--- config.mk ---
export PLATFORM = sky130hd
export DESIGN_NAME = ptw_walk
export DESIGN_NICKNAME = d
export VERILOG_FILES = /design/src/design/ptw_cfg_pkg.sv /design/src/design/ptw_queue_pkg.sv /design/src/design/ptw_stage_reg.sv /design/src/design/ptw_apb_regs.sv /design/src/design/ptw_miss_queue.sv /design/src/design/ptw_read_issue.sv /design/src/design/ptw_pte_update.sv /design/src/design/ptw_walk.sv
export SDC_FILE = /design/constraint.sdc
export NUM_CORES = 1
export LEC_CHECK = 0
export BUFFER_PORTS_ARGS = -buffer_cell sky130_fd_sc_hd__buf_4
export CORE_AREA = 5 5 221 223
export DETAILED_ROUTE_END_ITERATION = 8
export DIE_AREA = 0 0 226 228
export GPL_TIMING_DRIVEN = 0
export PLACE_DENSITY = 0.71
export SLEW_MARGIN = 40
export SYNTH_ARGS = -nofsm -noshare
export SYNTH_HDL_FRONTEND = slang
export SYNTH_SLANG_ARGS = --single-unit
--- constraint.sdc ---
create_clock -name clk -period 3.8 [get_ports clk]
set_input_delay 0.38 -clock clk [delete_from_list [all_inputs] [get_ports clk]]
set_output_delay 0.38 -clock clk [all_outputs]
set_load 0.005 [all_outputs]
--- src/design/ptw_cfg_pkg.sv ---
// address geometry of the two-level page table walker
// 8 KiB pages, 8-byte PTEs, 32-bit virtual and physical addresses
// also holds the table base register type and the table address helper

`default_nettype none

package ptw_cfg_pkg;

	parameter int VADDR_BITS = 32;
	parameter int PAGE_BITS = 13;
	// level 0 index width, level 1 takes what is left above it
	parameter int INDEX_BITS = 10;
	parameter int PTE_SHIFT = 3;

	typedef logic [VADDR_BITS-PAGE_BITS-1:0] ppn_t;
	typedef logic [7:0] asid_t;
	typedef logic level_t;
	typedef logic [VADDR_BITS-1:0] vaddr_t;

	typedef struct packed {
		ppn_t base;
		level_t level;
	} ptbr_t;

	// address of the PTE for va inside the table page at base
	function automatic vaddr_t table_addr(input ppn_t base, input level_t level,
		input vaddr_t va);
		vaddr_t index;
		if (level)
			index = vaddr_t'(va[VADDR_BITS-1:PAGE_BITS+INDEX_BITS]);
		else
			index = vaddr_t'(va[PAGE_BITS+INDEX_BITS-1:PAGE_BITS]);
		return {base, {PAGE_BITS{1'b0}}} + (index << PTE_SHIFT);
	endfunction

endpackage

`default_nettype wire

--- src/design/ptw_queue_pkg.sv ---
// miss queue and stream payload types of the page table walker
// entry layout, table read request/response, entry update, completion

`default_nettype none

package ptw_queue_pkg;

	import ptw_cfg_pkg::*;

	parameter int QUEUE_DEPTH_MAX = 16;

	typedef logic [$clog2(QUEUE_DEPTH_MAX)-1:0] qtag_t;

	typedef enum logic [1:0] {
		ST_FREE,
		ST_PENDING,
		ST_READING
	} entry_state_t;

	typedef struct packed {
		asid_t asid;
		vaddr_t vaddr;
	} miss_t;

	typedef struct packed {
		entry_state_t state;
		level_t level;
		asid_t asid;
		vaddr_t vaddr;
		vaddr_t tadr;
	} entry_t;

	typedef struct packed {
		qtag_t tag;
		vaddr_t tadr;
	} rd_req_t;

	// pte bit 0 is valid, bits 31:13 hold the page number
	typedef struct packed {
		qtag_t tag;
		logic [31:0] pte;
	} rd_rsp_t;

	typedef struct packed {
		qtag_t tag;
		logic retire;
		level_t level;
		vaddr_t tadr;
	} entry_upd_t;

	typedef struct packed {
		asid_t asid;
		vaddr_t vaddr;
		ppn_t ppn;
		logic fault;
	} done_t;

endpackage

`default_nettype wire

--- src/design/ptw_stage_reg.sv ---
// one slot valid/ready pipeline register for any payload type

`default_nettype none

module ptw_stage_reg #(
	parameter type payload_t = logic [31:0]
) (
	input wire logic clk,
	input wire logic rst,
	input wire logic in_valid,
	input wire payload_t in_data,
	output logic in_ready,
	output logic out_valid,
	output payload_t out_data,
	input wire logic out_ready
);

	logic full;

	// takes new data while empty or while the held word drains
	assign in_ready = !full || out_ready;
	assign out_valid = full;

	always_ff @(posedge clk) begin
		if (rst)
			full <= 1'b0;
		else if (in_valid && in_ready)
			full <= 1'b1;
		else if (out_ready)
			full <= 1'b0;
	end

	always_ff @(posedge clk) begin
		if (in_valid && in_ready)
			out_data <= in_data;
	end

endmodule

`default_nettype wire

--- src/design/ptw_apb_regs.sv ---
// APB configuration slave of the page table walker
// offset 0 table base page number, offset 4 root level

`default_nettype none

module ptw_apb_regs
	import ptw_cfg_pkg::*;
(
	input wire logic clk,
	input wire logic rst,
	input wire logic psel,
	input wire logic penable,
	input wire logic pwrite,
	input wire logic [3:0] paddr,
	input wire logic [31:0] pwdata,
	output logic [31:0] prdata,
	output logic pready,
	output logic pslverr,
	output ptbr_t ptbr
);

	// zero wait state slave that never errors
	assign pready = 1'b1;
	assign pslverr = 1'b0;

	always_ff @(posedge clk) begin
		if (rst) begin
			ptbr.base <= '0;
			ptbr.level <= 1'b0;
		end else if (psel && penable && pwrite) begin
			case (paddr)
				4'h0: ptbr.base <= pwdata[VADDR_BITS-PAGE_BITS-1:0];
				4'h4: ptbr.level <= pwdata[0];
				default: ;
			endcase
		end
	end

	// unused bits and unmapped offsets read as zero
	always_comb begin
		prdata = '0;
		if (psel && !pwrite) begin
			case (paddr)
				4'h0: prdata = 32'(ptbr.base);
				4'h4: prdata = 32'(ptbr.level);
				default: ;
			endcase
		end
	end

endmodule

`default_nettype wire

--- src/design/ptw_miss_queue.sv ---
// miss queue of the page table walker
// duplicate detection, lowest free slot allocation, first table address,
// issue marking and write back / retirement of walk steps

`default_nettype none

module ptw_miss_queue
	import ptw_cfg_pkg::*;
	import ptw_queue_pkg::*;
#(
	parameter int QUEUE_DEPTH = 4
) (
	input wire logic clk,
	input wire logic rst,
	input wire logic miss_valid,
	input wire miss_t miss,
	input wire ptbr_t ptbr,
	input wire logic issue_valid,
	input wire qtag_t issue_tag,
	input wire logic upd_valid,
	input wire entry_upd_t upd,
	output logic miss_ready,
	output logic in_que,
	output entry_t [QUEUE_DEPTH-1:0] entries
);

	logic dup;
	logic free_found;
	qtag_t free_tag;
	logic accept;

	// ========================================================================
	// lookup
	// ========================================================================

	always_comb begin
		dup = 1'b0;
		free_found = 1'b0;
		free_tag = '0;
		for (int i = 0; i < QUEUE_DEPTH; i++) begin
			if (entries[i].state != ST_FREE && entries[i].asid == miss.asid &&
				entries[i].vaddr == miss.vaddr)
				dup = 1'b1;
			if (!free_found && entries[i].state == ST_FREE) begin
				free_found = 1'b1;
				free_tag = qtag_t'(i);
			end
		end
	end

	// a duplicate is always taken, and simply dropped
	assign miss_ready = dup || free_found;
	assign accept = miss_valid && miss_ready;

	// ========================================================================
	// entry writes
	// ========================================================================

	// alloc hits a free slot, issue a pending one, update a reading one,
	// so the three writes never land on the same entry
	always_ff @(posedge clk) begin
		if (rst) begin
			for (int i = 0; i < QUEUE_DEPTH; i++)
				entries[i].state <= ST_FREE;
			in_que <= 1'b0;
		end else begin
			in_que <= accept && dup;
			if (accept && !dup) begin
				entries[free_tag].state <= ST_PENDING;
				entries[free_tag].level <= ptbr.level;
				entries[free_tag].asid <= miss.asid;
				entries[free_tag].vaddr <= miss.vaddr;
				entries[free_tag].tadr <= table_addr(ptbr.base, ptbr.level, miss.vaddr);
			end
			if (issue_valid)
				entries[issue_tag].state <= ST_READING;
			if (upd_valid) begin
				if (upd.retire) begin
					entries[upd.tag].state <= ST_FREE;
				end else begin
					entries[upd.tag].state <= ST_PENDING;
					entries[upd.tag].level <= upd.level;
					entries[upd.tag].tadr <= upd.tadr;
				end
			end
		end
	end

endmodule

`default_nettype wire

--- src/design/ptw_read_issue.sv ---
// table read issue stage
// picks the lowest pending entry and loads its read into a stage register

`default_nettype none

module ptw_read_issue
	import ptw_queue_pkg::*;
#(
	parameter int QUEUE_DEPTH = 4
) (
	input wire logic clk,
	input wire logic rst,
	input wire entry_t [QUEUE_DEPTH-1:0] entries,
	input wire logic rd_req_ready,
	output logic rd_req_valid,
	output rd_req_t rd_req,
	output logic issue_valid,
	output qtag_t issue_tag
);

	logic pick_found;
	rd_req_t pick_req;
	logic stage_ready;

	always_comb begin
		pick_found = 1'b0;
		issue_tag = '0;
		for (int i = 0; i < QUEUE_DEPTH; i++) begin
			if (!pick_found && entries[i].state == ST_PENDING) begin
				pick_found = 1'b1;
				issue_tag = qtag_t'(i);
			end
		end
		pick_req.tag = issue_tag;
		pick_req.tadr = entries[issue_tag].tadr;
	end

	// the queue marks the entry reading on the same edge the stage loads
	assign issue_valid = pick_found && stage_ready;

	ptw_stage_reg #(
		.payload_t(rd_req_t)
	) req_stage_i (
		.clk(clk),
		.rst(rst),
		.in_valid(pick_found),
		.in_data(pick_req),
		.in_ready(stage_ready),
		.out_valid(rd_req_valid),
		.out_data(rd_req),
		.out_ready(rd_req_ready)
	);

endmodule

`default_nettype wire

--- src/design/ptw_pte_update.sv ---
// PTE handling stage
// an invalid PTE or a level 0 PTE retires the entry into the completion
// register, a valid level 1 PTE sends the entry back for its level 0 read

`default_nettype none

module ptw_pte_update
	import ptw_cfg_pkg::*;
	import ptw_queue_pkg::*;
#(
	parameter int QUEUE_DEPTH = 4
) (
	input wire logic clk,
	input wire logic rst,
	input wire logic rd_rsp_valid,
	input wire rd_rsp_t rd_rsp,
	input wire entry_t [QUEUE_DEPTH-1:0] entries,
	input wire logic done_ready,
	output logic rd_rsp_ready,
	output logic upd_valid,
	output entry_upd_t upd,
	output logic done_valid,
	output done_t done
);

	entry_t ent;
	logic pte_valid;
	ppn_t pte_ppn;
	logic retire;
	done_t done_next;
	logic done_in_ready;

	assign ent = entries[rd_rsp.tag];
	assign pte_valid = rd_rsp.pte[0];
	assign pte_ppn = rd_rsp.pte[VADDR_BITS-1:PAGE_BITS];
	assign retire = !pte_valid || ent.level == 1'b0;

	// ========================================================================
	// completion
	// ========================================================================

	always_comb begin
		done_next.asid = ent.asid;
		done_next.vaddr = ent.vaddr;
		done_next.ppn = pte_valid ? pte_ppn : '0;
		done_next.fault = !pte_valid;
	end

	// only a retiring response has to wait on the completion register
	assign rd_rsp_ready = !retire || done_in_ready;

	ptw_stage_reg #(
		.payload_t(done_t)
	) done_stage_i (
		.clk(clk),
		.rst(rst),
		.in_valid(rd_rsp_valid && retire),
		.in_data(done_next),
		.in_ready(done_in_ready),
		.out_valid(done_valid),
		.out_data(done),
		.out_ready(done_ready)
	);

	// ========================================================================
	// write back to the queue
	// ========================================================================

	assign upd_valid = rd_rsp_valid && rd_rsp_ready;

	always_comb begin
		upd.tag = rd_rsp.tag;
		upd.retire = retire;
		upd.level = 1'b0;
		upd.tadr = table_addr(pte_ppn, 1'b0, ent.vaddr);
	end

endmodule

`default_nettype wire

--- src/design/ptw_walk.sv ---
// top level of the two-level page table walker
// APB registers, miss queue, read issue and PTE update stages

`default_nettype none

module ptw_walk
	import ptw_cfg_pkg::*;
	import ptw_queue_pkg::*;
#(
	parameter int QUEUE_DEPTH = 4
) (
	input wire logic clk,
	input wire logic rst,
	input wire logic psel,
	input wire logic penable,
	input wire logic pwrite,
	input wire logic [3:0] paddr,
	input wire logic [31:0] pwdata,
	output logic [31:0] prdata,
	output logic pready,
	output logic pslverr,
	input wire logic miss_valid,
	input wire miss_t miss,
	output logic miss_ready,
	output logic in_que,
	output logic rd_req_valid,
	output rd_req_t rd_req,
	input wire logic rd_req_ready,
	input wire logic rd_rsp_valid,
	input wire rd_rsp_t rd_rsp,
	output logic rd_rsp_ready,
	output logic done_valid,
	output done_t done,
	input wire logic done_ready
);

	ptbr_t ptbr;
	entry_t [QUEUE_DEPTH-1:0] entries;
	logic issue_valid;
	qtag_t issue_tag;
	logic upd_valid;
	entry_upd_t upd;

	ptw_apb_regs regs_i (
		.clk(clk), .rst(rst), .psel(psel), .penable(penable), .pwrite(pwrite),
		.paddr(paddr), .pwdata(pwdata), .prdata(prdata), .pready(pready),
		.pslverr(pslverr), .ptbr(ptbr)
	);

	ptw_miss_queue #(.QUEUE_DEPTH(QUEUE_DEPTH)) queue_i (
		.clk(clk), .rst(rst), .miss_valid(miss_valid), .miss(miss), .ptbr(ptbr),
		.issue_valid(issue_valid), .issue_tag(issue_tag), .upd_valid(upd_valid),
		.upd(upd), .miss_ready(miss_ready), .in_que(in_que), .entries(entries)
	);

	ptw_read_issue #(.QUEUE_DEPTH(QUEUE_DEPTH)) issue_i (
		.clk(clk), .rst(rst), .entries(entries), .rd_req_ready(rd_req_ready),
		.rd_req_valid(rd_req_valid), .rd_req(rd_req), .issue_valid(issue_valid),
		.issue_tag(issue_tag)
	);

	ptw_pte_update #(.QUEUE_DEPTH(QUEUE_DEPTH)) update_i (
		.clk(clk), .rst(rst), .rd_rsp_valid(rd_rsp_valid), .rd_rsp(rd_rsp),
		.entries(entries), .done_ready(done_ready), .rd_rsp_ready(rd_rsp_ready),
		.upd_valid(upd_valid), .upd(upd), .done_valid(done_valid), .done(done)
	);

endmodule

`default_nettype wire

==> impl_metrics.tcl <==
set metrics [dict create \
    status "finished with violations" \
    violations "setup timing" \
    ir_drop_v 0.000391 \
    crit_top_cell "buf_4" \
    p_per_area_nw_per_um2 473 \
    ioPinCount 256 \
    yosysSeqAreaShare 0.589 \
    syn_area_um2 20700 \
    whs_ps 22.9 \
    gp_congestion 0.987 \
    yosysUniqueCellTypes 50 \
    placed_cell_area_um2 23700 \
    maxCapViolations 0 \
    die_h_um 228 \
    n_antenna_cell 0 \
    finalCritPeriodShare 1.02 \
    antenna_left 0 \
    hold_class "primary input to flip-flop" \
    drtPass1Iterations 6 \
    cts_tree "built" \
    gr-usage-all-layers 0.276 \
    max_clock_freq_ghz 0.257 \
    setup_violations 36 \
    dp_cells 2596 \
    async_reset_ff_frac 0 \
    report.final.slew_viol_count 0 \
    critPathBufInv 4 \
    hold_viol_final 0 \
    clk_latency_ps 600 \
    r2r_setup_slack_ps -80 \
    syn_to_final_growth_pct 23.4 \
    drc 0 \
    wirelength_um 73600 \
    finalNonFillerCells 2704 \
    post-place-ws_ps -354 \
    dieArea_um2 51500 \
    worst_clock_skew_ps 31.9 \
    layout-drive-gt1-share 0.223 \
    start_kind "flip-flop" \
    slew-limit-headroom 0.430 \
    grt_first_pass_wirelength_um 107000 \
    grt_pass1_vias 16100 \
    viasPerCell 6.13 \
    dp_hpwl_um 55500 \
    num-fill-cells 3829 \
    p_total_mw 12.1 \
    cts.sinks 417 \
    critPathTopFamily "simple AND/OR/NAND/NOR gates" \
    wire_per_inst_um 27.2 \
    critical_path.cell_chain "xor2_1, nor4_1, nand4b_1, nor4_4, buf_4, nor4_2, clkbuf_1, nand2_1, nor2_4, buf_4, buf_8" \
    max_slew.worst_pin.slew_ps 855 \
    ys_ff_latch 417 \
    grt_max_degree 24 \
    io_buffers 211 \
    seq_area_um2 12200 \
    row_count 79 \
    synthesis.instances 1743 \
    yosysWarnings 0 \
    start_util 0.447 \
    core_um2 46400 \
    critical_path_arrival_ps 4150 \
    postSynthAreaPerCell_um2 11.9 \
    path_clk_slew_ps 60 \
    nets 2180 \
    path_max_fanout 17 \
    clk_path_buf_depth 3 \
    cts_buffers 46 \
    post-route-min-period_ps 3880 \
    htreeDepth 2 \
    drt_iter0_markers 2255 \
    grt.overflow.total 0 \
    synth_edf_count 386 \
    cp_slowest_cell "nor4_2" \
    slowest_delay_ps 600 \
    crit_required_ps 4070 \
    synth_top_flop_cell "edfxtp_1" \
    p_leak_nw 9.14 \
    stdcell_area_um2 25600 \
    vias 16600 \
    root_buffer "clkbuf_16" \
    antenna_found_initial 1 \
    path_class "flip-flop to flip-flop" \
    endpoint_kind "flip-flop" \
    multi_input_area_um2 7990 \
    worst_slack_ps -84.2 \
    die_w_um 226 \
]
## cell families after synthesis
logic type      Yosys count  share of synthesized area
compound gates          399                      0.115
xor+xnor                146                     0.0617
buf+inv                 168                     0.0382
flops                   417                      0.589
mux                      82                     0.0648
other cells               2                   0.000362
simple gates            529                      0.131
## Yosys cell counts, types with 3 or more instances
cell	number	area, um2
a22oi_1	32	240
o21ai_0	111	556
inv_1	16	60.1
buf_2	33	165
nand2b_1	9	56.3
o21ai_1	11	55.1
and2_1	40	250
dfxtp_1	31	621
or4_1	6	45.0
a2111oi_0	5	43.8
nor3_1	39	195
a221oi_1	3	26.3
clkbuf_1	82	308
o211ai_1	19	143
buf_1	9	33.8
nor2b_1	30	188
nor4_2	5	62.6
mux4_2	41	923
xor2_1	146	1280
nand2_1	120	450
buf_4	21	158
and3_1	14	87.6
buf_6	5	56.3
a21oi_2	9	78.8
nand3_1	60	300
mux2_2	7	78.8
edfxtp_1	386	11600
a31oi_1	61	382
nor2_1	92	345
nand4_1	36	225
mux2i_1	34	340
a21oi_1	102	510
o31ai_1	37	278
nor4_1	68	425
## through the flow
step                      utilization  TNS [ps]
final                           0.552     -2280
after global routing            0.552     -12.9
after CTS                       0.549         0
after detailed placement        0.511    -11220
after global placement          0.499   -558080
after floorplan                     -      -875
## area by class of cell
class | count | share of cell area
sequential | 417 | 0.477
multi-input combinational | 1173 | 0.313
timing repair buffer | 254 | 0.0880
clock buffer | 55 | 0.0475
tap | 607 | 0.0297
buffer | 151 | 0.0287
clock inverter | 31 | 0.0137
inverter | 16 | 0.00249
## where the power goes
group	switching [mW]	total (mW)	internal (mW)
Clock	1.89	4.66	2.77
Sequential	0.165	5.64	5.47
Combinational	1.10	1.80	0.698
## layer usage
| layer | GRT usage | vias to the layer above | routed length (um) |
|---|---|---|---|
| li1 | - | 7246 | - |
| met1 | 0.382 | 8139 | 29100 |
| met2 | 0.459 | 1038 | 35200 |
| met3 | 0.0376 | 139 | 6710 |
| met4 | 0.0749 | 2 | 2550 |
| met5 | 0 | - | 20 |
## repair_timing
item	in CTS	in global routing
resized for setup	5	14
endpoints found under the setup margin	31	1
buffers inserted	5	3
pin swaps	1	3
endpoints found under the hold margin	40	0
hold buffers	15	0
## cells in the final DEF, fill, tap and decap left out, types with 9 or more instances in the layout
master / n
nor3_1: 39
o21ai_1: 11
mux2i_1: 34
a31oi_1: 61
inv_1: 15
nand4_1: 36
nand2_1: 120
o21ai_0: 111
nor2b_1: 30
o211ai_1: 19
buf_4: 241
nand2b_1: 9
nor2_1: 84
and2_1: 40
dlygate4sd3_1: 15
dfxtp_1: 31
buf_2: 35
edfxtp_1: 386
clkinv_2: 11
mux4_2: 41
nor4_1: 63
clkbuf_16: 46
and3_1: 14
conb_1: 17
a21oi_1: 102
clkbuf_1: 83
o31ai_1: 37
a21oi_2: 9
xor2_1: 138
a22oi_1: 32
buf_16: 13
nand3_1: 60
## final timing paths
check,start,to,depth (start not counted)
min,miss[5],flip-flop,1
max reg2reg,flip-flop,flip-flop,11
max,flip-flop,flip-flop,11
min reg2reg,queue_i.entries[224]$_SDFF_PP0_,queue_i.entries[224]$_SDFF_PP0_,2
Note: power is estimated with default switching activity, not from simulation.
